===== src/design/l2_plru.sv =====
module l2_plru #(
    parameter int index_width = 2,
    parameter int ways = 8,
    localparam int way_width = $clog2(ways)
) (
    input  logic                   clk,
    input  logic                   rstn,
    input  logic [index_width-1:0] index,
    input  logic                   touch,
    input  logic [way_width-1:0]   touch_way,
    input  logic [ways-1:0]        valid,
    output logic [way_width-1:0]   victim_way
);
    localparam int sets = 1 << index_width;

    // heap order, node 1 is the root, 1 means go right
    logic [ways-1:1] tree [sets];
    logic [ways-1:1] tree_nx;

    always_comb begin : pick_victim
        int   node;
        logic found;
        node = 1;
        for (int l = 0; l < way_width; l++) begin
            node = 2 * node + int'(tree[index][node]);
        end
        victim_way = way_width'(node - ways);
        found = 1'b0;
        for (int w = 0; w < ways; w++) begin
            if (!valid[w] && !found) begin
                victim_way = way_width'(w);
                found      = 1'b1;
            end
        end
    end

    // point every node on the path away from the used way
    always_comb begin : path_update
        int node;
        tree_nx = tree[index];
        node = 1;
        for (int l = 0; l < way_width; l++) begin
            tree_nx[node] = ~touch_way[way_width-1-l];
            node = 2 * node + int'(touch_way[way_width-1-l]);
        end
    end

    always_ff @(posedge clk) begin
        if (!rstn) begin
            for (int s = 0; s < sets; s++) begin
                tree[s] <= '0;
            end
        end else if (touch) begin
            tree[index] <= tree_nx;
        end
    end

endmodule


===== config.mk =====
export PLATFORM = sky130hd
export DESIGN_NAME = l2_plru
export DESIGN_NICKNAME = d
export VERILOG_FILES = /design/src/design/l2_plru.sv
export SDC_FILE = /design/constraint.sdc
export NUM_CORES = 1
export LEC_CHECK = 0
export BUFFER_PORTS_ARGS = -buffer_cell sky130_fd_sc_hd__buf_2
export CORE_MARGIN = 2
export CORE_UTILIZATION = 56
export DETAILED_ROUTE_END_ITERATION = 8
export PLACE_DENSITY = 0.78
export SLEW_MARGIN = 10
export SYNTH_ARGS = -nofsm -noshare
export SYNTH_HDL_FRONTEND = slang
export SYNTH_SLANG_ARGS = --single-unit

===== constraint.sdc =====
create_clock -name clk -period 2.2 [get_ports clk]
set_input_delay 0.22 -clock clk [delete_from_list [all_inputs] [get_ports clk]]
set_output_delay 0.22 -clock clk [all_outputs]
set_load 0.02 [all_outputs]

======== Word-level counts from Yosys, hierarchy flattened ========
Memory sizes are Yosys's and may differ from the RTL's.
Cells that the tools add are included.
word-level totals
  flip-flop bits (word level) ............. 0
  bits in writable memories ............... 28
  output and inout bits ................... 3
  word-level logic and storage cells ...... 73
  memories kept ........................... 1
cells by class
  $add $sub $neg .......................... 6
  order comparisons ....................... 6
  mux-type cells .......................... 34
  bitwise gates (word level) .............. 3
  reductions and logical operators ........ 23
memory list
  name  depth  bits a word  rd ports  clocked after Yosys merged registers in  wr ports  RTL line  source
  tree  4      7            1         0                                        4         17        logic [ways-1:1] tree [sets];
operators by type and width
  cell                 count
  $mux 3               8
  $mux 1               18
  $bwmux 7             2
  $logic_not 1->1      13
  $add 4x1->5          2
  $lt 5x4->1 const B   2
  $logic_and 1x1->1    9
  $lt 3x4->1 const B   2
  $mux 7               1
  $reduce_or 7->1      1
  $add 2x1->3 const A  2
  $bmux 1 s3           2
  $demux 1 s3          2
  $ge 5x1->1 const B   1
  $add 3x1->3          1
  $ge 3x1->1 const B   1
  $not 1->1            3
  $sub 3x1->3 const B  1
  $mux 2               1

======== Longest topological paths before layout ========
  word-level depth ........................ 21
  gate-level depth with buffers ........... 6

======== Worst setup path before layout ========
No wires, ideal clock.
  kind .................................... flip-flop to output port
  start ................................... mem tree[1][2] (netlist name)
  end ..................................... out victim_way[0]
  arrival time ............................ 1.596 ns
  slack ................................... 0.384 ns
  stages on the path, launching flop included .. 6
  path buffers ............................ 0
  cells stage by stage .................... edfxtp_1 -> mux4_1 -> mux2i_1 -> nand2_1 -> o2111ai_1 -> a31oi_1
between the ends
  longest elaborated chain between the ends .. 18
RTL lines
  element                                         RTL line  source
  from (decl)                                     17
  $mem_v2 4x7 (*)                                 -
  $bmux 1 s3                                      25        node = 2 * node + int'(tree[index][node]);
  $mux 1 (not written as such) (2 in series)      25
  $add 4x1->5                                     25
  $bmux 1 s3 (*)                                  25
  $mux 1 (not written as such) (*) (2 in series)  25
  $add 3x1->3 (*)                                 25
  $sub 3x1->3 (*)                                 27        victim_way = way_width'(node - ways);
  $mux 3 (*) (8 in series)                        30        if (!valid[w] && !found) begin
  to (decl)                                       12        output logic [way_width-1:0] victim_way
Mark *: on every way between the ends. The rest lies on a longest branch, timed or not. The select of a mux whose other input is x is not followed.

======== Worst setup path after layout ========
  start ................................... mem tree[0][1] (netlist name)
  end ..................................... out victim_way[0]
Same word-level chain as after synthesis.

==> summary.md <==
| Metric | Value |
|---|---|
| TritonCTS Buffers | `3` |
| Leakage | `0.652 nW` |
| Top delay family on crit path | `multiplexers` |
| Max Cap Viol | `0` |
| Peak supply drop | `0.000553 V` |
| IO buf count | `18` |
| Area of the mapped netlist | `1450 µm²` |
| Vias in the first global route | `917` |
| Die X | `54.9 µm` |
| Final worst slack | `-0.00611 ns` |
| #FFs+latches synth | `28` |
| Largest Register | `tree` |
| Final setup viols | `1` |
| Post-Synthesis Cells | `123` |
| Hold Buf Count CTS | `0` |
| Critical path arrival | `1.99 ns` |
| Critical path's slowest cell | `mux4_2` |
| First-pass iteration count of the detailed router | `4` |
| Fin crit share | `100%` |
| DP HPWL | `2180 µm` |
| Antenna cell count | `0` |
| Starting Density | `59.0%` |
| Fin crit period | `2.21 ns` |
| Combinational power share | `14.8%` |
| Worst-skew pair later-pin latency | `0.34 ns` |
| Worst slack at placement | `0.154 ns` |
| Share of cells above drive strength 1 | `21.3%` |
| Mapped Nets | `139` |
| H-tree depth | `1` |
| First-pass GRT wire length | `4300 µm` |
| Area contributors post-synth | `edfxtp_1, mux4_1, nor2_1` |
| Final clock skew | `0.000972 ns` |
| Core area | `2450 µm²` |
| Ports | `19` |
| DR DRC count | `0` |
| Fin. Hold Viols | `0` |
| Die ar. | `3010 µm²` |
| Worst path cell trace | `mux4_2 > mux2_4 > o2111ai_2 > a31oi_1 > buf_2` |
| Pwr dens | `622 nW/µm²` |
| Sequential share of the synthesized area | `58.0%` |
| 1st-iter DRT viols | `37` |
| Placed cell areas | `1550 µm²` |
| Die H | `54.9 µm` |
| Hold WC Path Type | `in2reg` |
| WHS | `0.261 ns` |
| Setup crit start kind | `register` |
| Clk buf depth | `2` |
| Least-Margin Pin Slew | `0.425 ns` |
| Antenna-violating nets left | `0` |
| Buf/Inv on CP | `1` |
| CP Data Required Time | `1.98 ns` |
| Synth cell types | `22` |
| Warnings from Yosys | `0` |
| Post-synth top area share | `58.0%` |
| Final WL | `2900 µm` |
| Setup_tns | `-0.00611 ns` |
| Hold Crit Depth | `2` |
| GRT Total Usage | `21.8%` |
| Critical path capture point type | `primary output` |
| Slowest Stage Delay on Critical Path | `0.50 ns` |
| RD Place Congestion | `0.861` |
| CTS tree | `yes` |
| Top Registers | `tree (28)` |
| Clk network pwr share | `21.6%` |
| R2R cell count | `5` |
| Clock-pin slew on the worst setup and hold paths | `0.14 ns` |
| Largest area contributor in the netlist | `edfxtp_1` |
| Crit-path max FO | `2` |
| Failing checks | `setup timing` |
| Reg power frac | `63.6%` |
| Largest net degree at the start of global routing | `16` |
| Rows | `18` |
| Nets | `158` |
| WL/cell | `16.9 µm` |
| CP Class | `reg2out` |
| Status | `finished with violations` |
| Layout fillers | `197` |
| Number of clock sinks | `28` |
| Clock root buffer | `clkbuf_4` |
| Final Cell Area | `1590 µm²` |
| Max Clock Freq | `453 MHz` |
| Final Max Slew Viols | `0` |
| Internal | `745 µW` |
| Number of flip-flops in the largest register | `28` |
| Antenna violations before repair | `0` |
| Worst path depth | `5` |
| Fin util | `64.6%` |
| Area delta synth->final | `9.41%` |
| RSZ-0062 raised after global routing | `true` |
| Switch Pwr | `241 µW` |
| Post-Syn Area per Cell | `11.8 µm²` |
| Vias/cell | `5.68` |
| Via count | `971` |
| Switch share | `24.4%` |
| Max-slew headroom | `71.4%` |
| GR Overflow Total | `0` |
## final cells by class
cell class                      count  area, µm²  share of cell area (%)
Sequential cell                    28        841                    53.0
Timing Repair Buffer               20        108                    6.79
Multi-Input combinational cell     81        543                    34.3
Inverter                            8       30.0                    1.89
Clock inverter                      1       3.75                   0.237
Tap cell                           30       37.5                    2.37
Clock buffer                        3       22.5                    1.42
## power by group through the flow
stage,Clock (mW),Combinational (mW),Sequential (mW)
after global routing,0.226,0.161,0.629
after CTS,0.212,0.145,0.627
final,0.213,0.146,0.627
after floorplan,0,0.0954,0.632
after detailed placement,0,0.139,0.638
after global placement,0,0.134,0.636
## cell usage in the layout, fill, tap and decap left out
cell       count
edfxtp_1      28
nor2_1        24
buf_2         17
nand2_1       16
inv_1          8
o21ai_0        6
nand3_1        6
nand2b_1       5
mux4_2         4
mux4_1         3
mux2i_1        3
nor3_1         3
clkbuf_4       3
buf_4          3
nand4_1        2
a31oi_1        2
mux2_4         1
o2111ai_2      1
o31ai_1        1
a21o_1         1
a21oi_1        1
or2_2          1
or3_1          1
clkinv_1       1
## metrics by stage
| stage | total power [mW] | cells |
|---|---|---|
| after floorplan | 0.728 | 123 |
| after global placement | 0.770 | 166 |
| after detailed placement | 0.777 | 166 |
| after CTS | 0.984 | 171 |
| after global routing | 1.02 | 171 |
| final | 0.986 | 171 |
## logic make-up after synthesis
logic type             share of synthesized area (%)
AND/OR/NAND/NOR                                 17.4
flip-flops                                      58.0
buffers and inverters                           4.15
AO/OA/AOI/OAI                                   4.92
multiplexers                                    15.5
## synthesized netlist by cell type, drive strengths merged
master / count
or3: 1
nor3: 3
o31ai: 1
or2: 1
nand4: 2
mux2i: 3
nand3: 6
clkbuf: 5
inv: 8
a21oi: 1
nand2: 16
a21o: 1
mux4: 7
o2111ai: 1
nand2b: 5
o21ai: 6
buf: 1
nor2: 24
a31oi: 2
mux2: 1
edfxtp: 28
## per-layer routing
layer | part of all wire, % | wire length [µm] | global-route usage [%] | up-vias
met5 | 0 | 0 | 0 | -
met4 | 2.0 | 57 | 10.0 | 0
met3 | 6.1 | 177 | 1.91 | 5
met2 | 51 | 1480 | 37.7 | 38
met1 | 41 | 1180 | 27.4 | 448
li1 | - | - | - | 480
## worst paths after layout
path / slack (ns) / to / startpoint
min reg2reg: 1.05 / tree[3][4]$_DFFE_PP_ / tree[2][4]$_SDFFCE_PN0P_
max: -0.006 / victim_way[0] / tree[0][1]$_SDFFCE_PN0P_
min: 0.26 / tree[3][0]$_DFFE_PP_ / touch_way[2]
max reg2reg: 0.55 / tree[0][1]$_SDFFCE_PN0P_ / tree[0][1]$_SDFFCE_PN0P_
## repair_timing
item	4_1_cts	5_1_grt
setup buffers	1	0
pin swaps	1	1
gates resized for setup	3	2
setup endpoints to repair	2	2
Note: power is estimated with default switching activity, not from simulation.
