## src/design/l2_pkg.sv

```systemverilog
package l2_pkg;

    // data word or byte address
    typedef logic [31:0] word_t;

    // who issued the request held in the controller
    typedef enum logic [1:0] {
        src_none   = 2'd0,
        src_iread  = 2'd1,
        src_dread  = 2'd2,
        src_dwrite = 2'd3
    } req_src_e;

    typedef enum logic [2:0] {
        st_idle        = 3'd0,
        st_lookup      = 3'd1,
        st_writeback   = 3'd2,
        st_refill_req  = 3'd3,
        st_refill_wait = 3'd4,
        st_respond     = 3'd5
    } ctrl_state_e;

endpackage

```

## src/design/l2_ctrl.sv

```systemverilog
module l2_ctrl #(
    parameter int index_width = 2,
    parameter int offset_width = 3,
    parameter int ways = 8,
    localparam int way_width = $clog2(ways)
) (
    input  logic                    clk,
    input  logic                    rstn,

    input  l2_pkg::req_src_e        sel_src,
    input  l2_pkg::word_t           sel_addr,
    input  l2_pkg::word_t           sel_wdata,
    input  logic [3:0]              sel_wstrb,

    output logic                    accept,
    output logic                    respond,
    output l2_pkg::req_src_e        held_src,
    output l2_pkg::word_t           held_addr,

    input  logic [ways-1:0]         hit,
    input  logic [ways-1:0]         valid,
    input  logic                    victim_dirty,
    input  logic [way_width-1:0]    victim_way,

    output logic [index_width-1:0]  rd_index,
    output logic [ways-1:0]         way_we,
    output logic                    line_replace,
    output logic [offset_width-1:0] word_offset,
    output logic [3:0]              wstrb,
    output l2_pkg::word_t           wdata,
    output logic                    dirty_set,
    output logic                    dirty_clear,
    output logic                    plru_touch,
    output logic [way_width-1:0]    plru_way,
    output logic [way_width-1:0]    sel_way,
    output logic                    use_mem_line,

    output logic                    mem_req_r,
    input  logic                    mem_addr_ok_r,
    output logic                    mem_req_w,
    input  logic                    mem_addr_ok_w,
    input  logic                    mem_data_ok
);
    import l2_pkg::*;

    ctrl_state_e          state;
    ctrl_state_e          state_nx;
    word_t                held_wdata;
    logic [3:0]           held_wstrb;
    logic [way_width-1:0] victim_q;
    logic [way_width-1:0] hit_way;
    logic                 is_store;

    // request buffer
    always_ff @(posedge clk) begin
        if (!rstn) begin
            state    <= st_idle;
            held_src <= src_none;
        end else begin
            state <= state_nx;
            if (accept) begin
                held_src <= sel_src;
            end
        end
    end

    always_ff @(posedge clk) begin
        if (accept) begin
            held_addr  <= sel_addr;
            held_wdata <= sel_wdata;
            held_wstrb <= sel_wstrb;
        end
        // victim stays fixed for the rest of the miss
        if (state == st_lookup) begin
            victim_q <= victim_way;
        end
    end

    always_comb begin
        hit_way = '0;
        for (int w = 0; w < ways; w++) begin
            if (hit[w]) begin
                hit_way = way_width'(w);
            end
        end
    end

    assign is_store    = (held_src == src_dwrite);
    assign wdata       = held_wdata;
    assign wstrb       = is_store ? held_wstrb : 4'b0000;
    assign word_offset = held_addr[offset_width+1:2];

    // arbiter index until a request is held
    assign rd_index = (state == st_idle) ?
                      sel_addr[offset_width+index_width+1:offset_width+2] :
                      held_addr[offset_width+index_width+1:offset_width+2];

    always_comb begin
        if (state == st_lookup) begin
            sel_way = (|hit) ? hit_way : victim_way;
        end else begin
            sel_way = victim_q;
        end
    end

    always_comb begin
        state_nx     = state;
        accept       = 1'b0;
        respond      = 1'b0;
        way_we       = '0;
        line_replace = 1'b0;
        dirty_set    = 1'b0;
        dirty_clear  = 1'b0;
        plru_touch   = 1'b0;
        plru_way     = hit_way;
        use_mem_line = 1'b0;
        mem_req_r    = 1'b0;
        mem_req_w    = 1'b0;
        case (state)
            st_idle: begin
                if (sel_src != src_none) begin
                    accept   = 1'b1;
                    state_nx = st_lookup;
                end
            end
            st_lookup: begin
                if (|hit) begin
                    respond    = 1'b1;
                    plru_touch = 1'b1;
                    if (is_store) begin
                        way_we    = hit;
                        dirty_set = 1'b1;
                    end
                    state_nx = st_idle;
                end else if (victim_dirty && valid[victim_way]) begin
                    state_nx = st_writeback;
                end else begin
                    state_nx = st_refill_req;
                end
            end
            st_writeback: begin
                mem_req_w = 1'b1;
                if (mem_addr_ok_w) begin
                    state_nx = st_refill_req;
                end
            end
            st_refill_req: begin
                mem_req_r = 1'b1;
                if (mem_addr_ok_r) begin
                    state_nx = st_refill_wait;
                end
            end
            st_refill_wait: begin
                use_mem_line = 1'b1;
                if (mem_data_ok) begin
                    way_we[victim_q] = 1'b1;
                    line_replace     = 1'b1;
                    // a store allocate leaves the new line dirty
                    dirty_set        = is_store;
                    dirty_clear      = !is_store;
                    plru_touch       = 1'b1;
                    plru_way         = victim_q;
                    state_nx         = st_respond;
                end
            end
            st_respond: begin
                respond  = 1'b1;
                state_nx = st_idle;
            end
            default: begin
                state_nx = st_idle;
            end
        endcase
    end

endmodule

```

## config.mk

```make
export PLATFORM = sky130hd
export DESIGN_NAME = l2_ctrl
export DESIGN_NICKNAME = d
export VERILOG_FILES = /design/src/design/l2_pkg.sv /design/src/design/l2_ctrl.sv
export SDC_FILE = /design/constraint.sdc
export NUM_CORES = 1
export LEC_CHECK = 0
export BUFFER_PORTS_ARGS = -buffer_cell sky130_fd_sc_hd__buf_2
export CORE_MARGIN = 2
export CORE_UTILIZATION = 41
export DETAILED_ROUTE_END_ITERATION = 16
export GPL_TIMING_DRIVEN = 0
export PLACE_DENSITY = 0.85
export SYNTH_ARGS = -nofsm -noshare
export SYNTH_HDL_FRONTEND = slang
export SYNTH_SLANG_ARGS = --single-unit
```

## constraint.sdc

```tcl
create_clock -name clk -period 3.45 [get_ports clk]
set_input_delay 0 -clock clk [delete_from_list [all_inputs] [get_ports clk]]
set_output_delay 0 -clock clk [all_outputs]
set_load 0.03 [all_outputs]
```

## Word level (Yosys, flattened, before mapping)

Cells that the tools add are included.

- $add $sub $neg: 0
- $mul: 0
- Divide/modulo/power cells: 0
- $lt $le $gt $ge: 3
- Eq/ne operators: 10
- Shift-type cells: 0
- Multiplexer cells: 44
- Bitwise logic cells: 0
- Reduce and logical (&&, ||, !) cells: 7

Operators with widths:

| kind | number |
|---|---|
| 3-bit 2-to-1 mux | 14 |
| 8-bit 2-to-1 mux | 3 |
| 1-bit 2-to-1 mux | 17 |
| 8-bit case mux with 2 select lines | 1 |
| 3-bit case mux with 5 select lines | 1 |
| 3-bit by 4-bit less-than comparator with 1-bit output, second input constant | 2 |
| 8-bit OR reduction | 1 |
| 3-bit by 2-bit == test with 1-bit output, second input constant | 2 |
| 3-bit == test, second input constant | 2 |
| 2-bit inequality test, second input constant | 3 |
| 1-bit case mux with 2 select lines | 3 |
| 2-bit 2-to-1 mux | 2 |
| 4-bit 2-to-1 mux | 1 |
| 4-bit AND reduction | 1 |
| 1-bit binary-select mux with 3-bit select | 1 |
| 1-bit demux with 3-bit select | 1 |
| 3-bit by 1-bit == test with 1-bit output, second input constant | 1 |
| 3-bit by 1-bit greater-or-equal comparator with 1-bit output, second input constant | 1 |
| 3-bit zero test | 1 |
| 2-bit == test, second input constant | 1 |
| 1-bit logical AND | 2 |
| 2-bit by 1-bit inequality test with 1-bit output, second input constant | 1 |
| 2-bit nonzero test | 1 |
| 1-bit zero test | 1 |

- Register bits: 76
- Latch bits: 0
- Memory bits (writable): 0
- ROM bits: 0
- Output and inout port bits: 98
- Memories kept: 0

## Longest topological paths before layout

- Word-level depth: 9
- Depth in mapped cells: 6
- Depth with buffers taken out: 5

## Worst setup path after synthesis

No wires, ideal clock.

- Path type: reg2reg
- Start: register state[2]
- End: register held_addr[0], enable pin
- Setup time: 0.441 ns
- Arrival time: 2.679 ns
- Setup slack: 0.331 ns
- Cell stages (with the launch flop): 4
- Buffers on the path: 1
- Path through: dfxtp_1 -> buf_4 -> nor3_1 -> o21a_1

- Cells in the longest elaborated chain, start to end: 2

RTL lines:

| item | RTL line | RTL |
|---|---|---|
| start, declared | l2_ctrl.sv:46 | `ctrl_state_e state;` |
| start signal, assigned | l2_ctrl.sv:57 | `state <= st_idle;` |
| start signal, assigned | l2_ctrl.sv:60 | `state <= state_nx;` |
| 3-bit zero test | l2_ctrl.sv:119 | `case (state)` |
| 1-bit 2-to-1 mux | l2_ctrl.sv:119 |  |
| net accept | l2_ctrl.sv:15 | `output logic accept,` |
| end signal, assigned | l2_ctrl.sv:69 | `held_addr <= sel_addr;` |
| end, declared | l2_ctrl.sv:18 | `output l2_pkg::word_t held_addr,` |

The timed path passes the listed nets, and every way through them passes these cells.
A chain may end at the register's enable or synchronous reset.

## Worst setup path in the final report

- Start: register state[2]
- End: output port accept

- Cells in the longest elaborated chain, start to end: 2

RTL lines:

| item | RTL line |
|---|---|
| 3-bit zero test | l2_ctrl.sv:119 |
| 1-bit 2-to-1 mux | l2_ctrl.sv:119 |
| end, declared | l2_ctrl.sv:15 |

No other way between the ends.

==> out/results.tsv <==
stage	metric	value	unit
logic_synthesis	dominant cell type by area after synthesis	edfxtp_1	
drt	Pre-Repair DR Iteration Count	6	
layout	Final Core Density	73.0	%
timing	worst-margin pin slew	0.951	ns
clocking	Max Buffers Root-to-Sink	2	
layout	Area Growth Syn to Fin	72.1	%
drt	DRC viols	0	
worst_setup_path	critical path, cell by cell	buf_4 -> nor3_1 -> o21a_4 -> buf_2	
drt	Starting DRT DRC Count	142	
floorplanning	die area	7720	um2
worst_setup_path	Critical Path Slowest Stage Cell	o21a_4	
worst_setup_path	Reg2Reg Launch Point	state[2]	
drt	Avg WL per Cell	16.1	um
placement	pre-CTS WS	1.10	ns
worst_setup_path	critical path's largest stage delay	0.85	ns
placement	gp weighted congestion	0.842	
clocking	CTS tree	built	
clocking	Post-CTS Setup Inserts	0	
logic_synthesis	top_reg_cell synth	edfxtp_1	
layout	n_diodes	0	
clocking	H-tree levels	3	
timing	WHS	0.0254	ns
placement	detailed placement HPWL	5340	um
logic_synthesis	Async S/R FF share, synth	0	%
floorplanning	Die Span X	87.9	um
worst_setup_path	CP required	3.45	ns
layout	nets	549	
worst_setup_path	R2R depth	3	
timing	period utilization	77.8	%
worst_setup_path	crit path from	state[2]	
worst_setup_path	Worst setup EP type	output pin	
logic_synthesis	synth warn	0	
worst_hold_path	worst hold stages	4	
pwr	pwr dens	465	nW/um2
worst_setup_path	cell family with most CP delay	compound AO/OA/AOI/OAI gates	
floorplanning	I/O pins	193	
clocking	clk_lat worst skew	0.34	ns
clocking	CTS clk-pin slew, worst paths	0.07	ns
floorplanning	Starting Density	42.4	%
timing	Setup TNS	0	ns
timing	RSZ-0062 raised after global routing	no	
layout	fin area	4960	um2
timing	count of final setup violators	0	
worst_setup_path	R2R Setup Slk	1.07	ns
logic_synthesis	number of synthesized flops with an enable pin	71	
run	number of max-cap violations	0	
logic_synthesis	synth top area cells	edfxtp_1 74%, dfxtp_1 3.5%, nand2_1 1.8%	
global_routing	GRT Total Usage	22.9	%
logic_synthesis	Yosys top cell area share	74.0	%
placement	IO buf count	192	
timing	Rel. slew slack	36.6	%
worst_setup_path	worst setup path class	reg2out	
worst_hold_path	min-delay src	sel_src[0]	
global_routing	antenna violations before repair	0	
layout	layout cells sized above 1	48.8	%
worst_setup_path	Buf/Inv on CP	2	
timing	Fin. Hold Viols	0	
placement	placed insts	462	
clocking	Root Buffer	clkbuf_8	
logic_synthesis	sequential area share after synthesis	77.4	%
worst_hold_path	Hold Path Sink	held_src[1]	
worst_hold_path	Hold Path Class	in2reg	
logic_synthesis	Distinct cells, synth	38	
floorplanning	height of the die	87.9	um
clocking	number of buffers created by CTS	9	
timing	Fin Clk Skew	0.0116	ns
logic_synthesis	post-synthesis cell area	2880	um2
global_routing	vias in the first global route	2639	
timing	Final Max Tran Viols	0	
logic_synthesis	top-count cell post-synth	edfxtp_1	
clocking	clock sinks	76	
floorplanning	row count	30	
worst_setup_path	crit path DAT	2.68	ns
worst_setup_path	reg2reg end	held_wstrb[3]	
run_status	status	finished clean	
pwr	LEAKAGE	2.22	nW
logic_synthesis	Synth top cells by count	71 x edfxtp_1, 14 x nand2_1, 9 x nor2_1	
layout	fin cells	555	
drt	vias	2644	
pwr	VDD IR max	0.000350	V
placement	Area after DPL	3970	um2
timing	fmax	373	MHz
logic_synthesis	synthesized net count	269	
timing	fin crit period	2.68	ns
global_routing	largest net degree at the start of global routing	70	
pwr	Overall Power	2.31	mW
logic_synthesis	Syn Area/Cell	16.6	um2
drt	vias per cell	4.76	
timing	final worst slack	0.768	ns
global_routing	Remaining Overflow, GRT	0	
logic_synthesis	Syn Inst Count	174	
worst_setup_path	critical path launch point type	flip-flop	
worst_setup_path	crit-path max FO	69	
logic_synthesis	Yosys reg bits	76	
drt	Detail Route Antenna Nets	0	
floorplanning	Core Region	6790	um2
drt	routed wire length	8920	um
global_routing	first-pass GRT wire length	13000	um
tightest hold or removal path, cell delays in order:
cell,delay [ns]
buf_2,0.11
nand2_1,0.06
nand2_1,0.06
a21boi_0,0.07
cell families (layout without fill, tap and decap cells):
| kind of cell | after synthesis | after routing | synth area share (%) |
|---|---|---|---|
| multiplexers | 6 | 6 | 2.17 |
| AND/OR/NAND/NOR | 50 | 50 | 10.5 |
| flip-flops | 76 | 76 | 77.4 |
| buffers and inverters | 12 | 297 | 2.13 |
| AO/OA/AOI/OAI | 30 | 30 | 7.77 |
worst max-delay path by stage:
stage / depth (start not counted) / endpoint / slack [ns]
5_1_grt: 4 / accept / 0.61
3_5_place_dp: 3 / wdata[11] / 1.10
6_report: 4 / accept / 0.77
3_3_place_gp: 4 / accept / -0.19
4_1_cts: 4 / accept / 0.76
2_1_floorplan: 3 / held_addr[0] / 0.33
state kept, by name, summed over array words and instances, names as in the netlist:
register and count:
held_wstrb 4, victim_q 3, held_addr 32, state 3, held_src 2, wdata 32
cell usage in the layout, fill, tap and decap left out, types with 2 or more instances in the layout:
| cell type | instances |
|---|---|
| dfxtp_1 | 5 |
| edfxtp_1 | 71 |
| and3_1 | 5 |
| o21a_1 | 2 |
| clkinv_2 | 2 |
| a21boi_0 | 2 |
| inv_1 | 6 |
| mux2_2 | 2 |
| buf_4 | 4 |
| nand2_1 | 14 |
| buf_2 | 193 |
| o32ai_1 | 2 |
| nor2b_1 | 3 |
| nor3_1 | 5 |
| nor2_1 | 9 |
| a32o_1 | 4 |
| o21ai_0 | 2 |
| dlygate4sd3_1 | 77 |
| nor3b_1 | 4 |
| mux2i_1 | 4 |
| bufinv_16 | 2 |
| clkbuf_8 | 9 |
| inv_6 | 2 |
| a21oi_1 | 6 |
| a31oi_1 | 3 |
| nor3b_4 | 2 |
routing by layer:
layer / share of wire, % / up-vias / track usage (%)
li1: - / 1236 / -
met1: 36 / 1233 / 26.3
met2: 53 / 156 / 39.9
met3: 8.6 / 19 / 7.35
met4: 2.3 / 0 / 8.53
met5: 0 / - / 0
final cells by class:
class                           count  area, um2
Sequential cell                    76       2230
Fill cell                         426       1830
Timing Repair Buffer              269       1730
Multi-Input combinational cell     86        597
Clock buffer                        9        124
Tap cell                           96        120
Clock inverter                      7       96.3
Buffer                              6       38.8
Inverter                            6       22.5
power by group:
group | leakage [nW] | switching, mW | internal [mW]
logic | 1.37 | 0.272 | 0.167
clock network | 0.114 | 0.335 | 0.411
registers | 0.740 | 0.0289 | 1.09
total | 2.22 | 0.636 | 1.67
what timing repair did:
item	4_1_cts	5_1_grt
endpoints found under the setup margin	0	0
hold endpoints to repair	76	0
gates resized for setup	0	0
hold buffers	77	0
No activity file was read; power rests on OpenSTA's default activity.
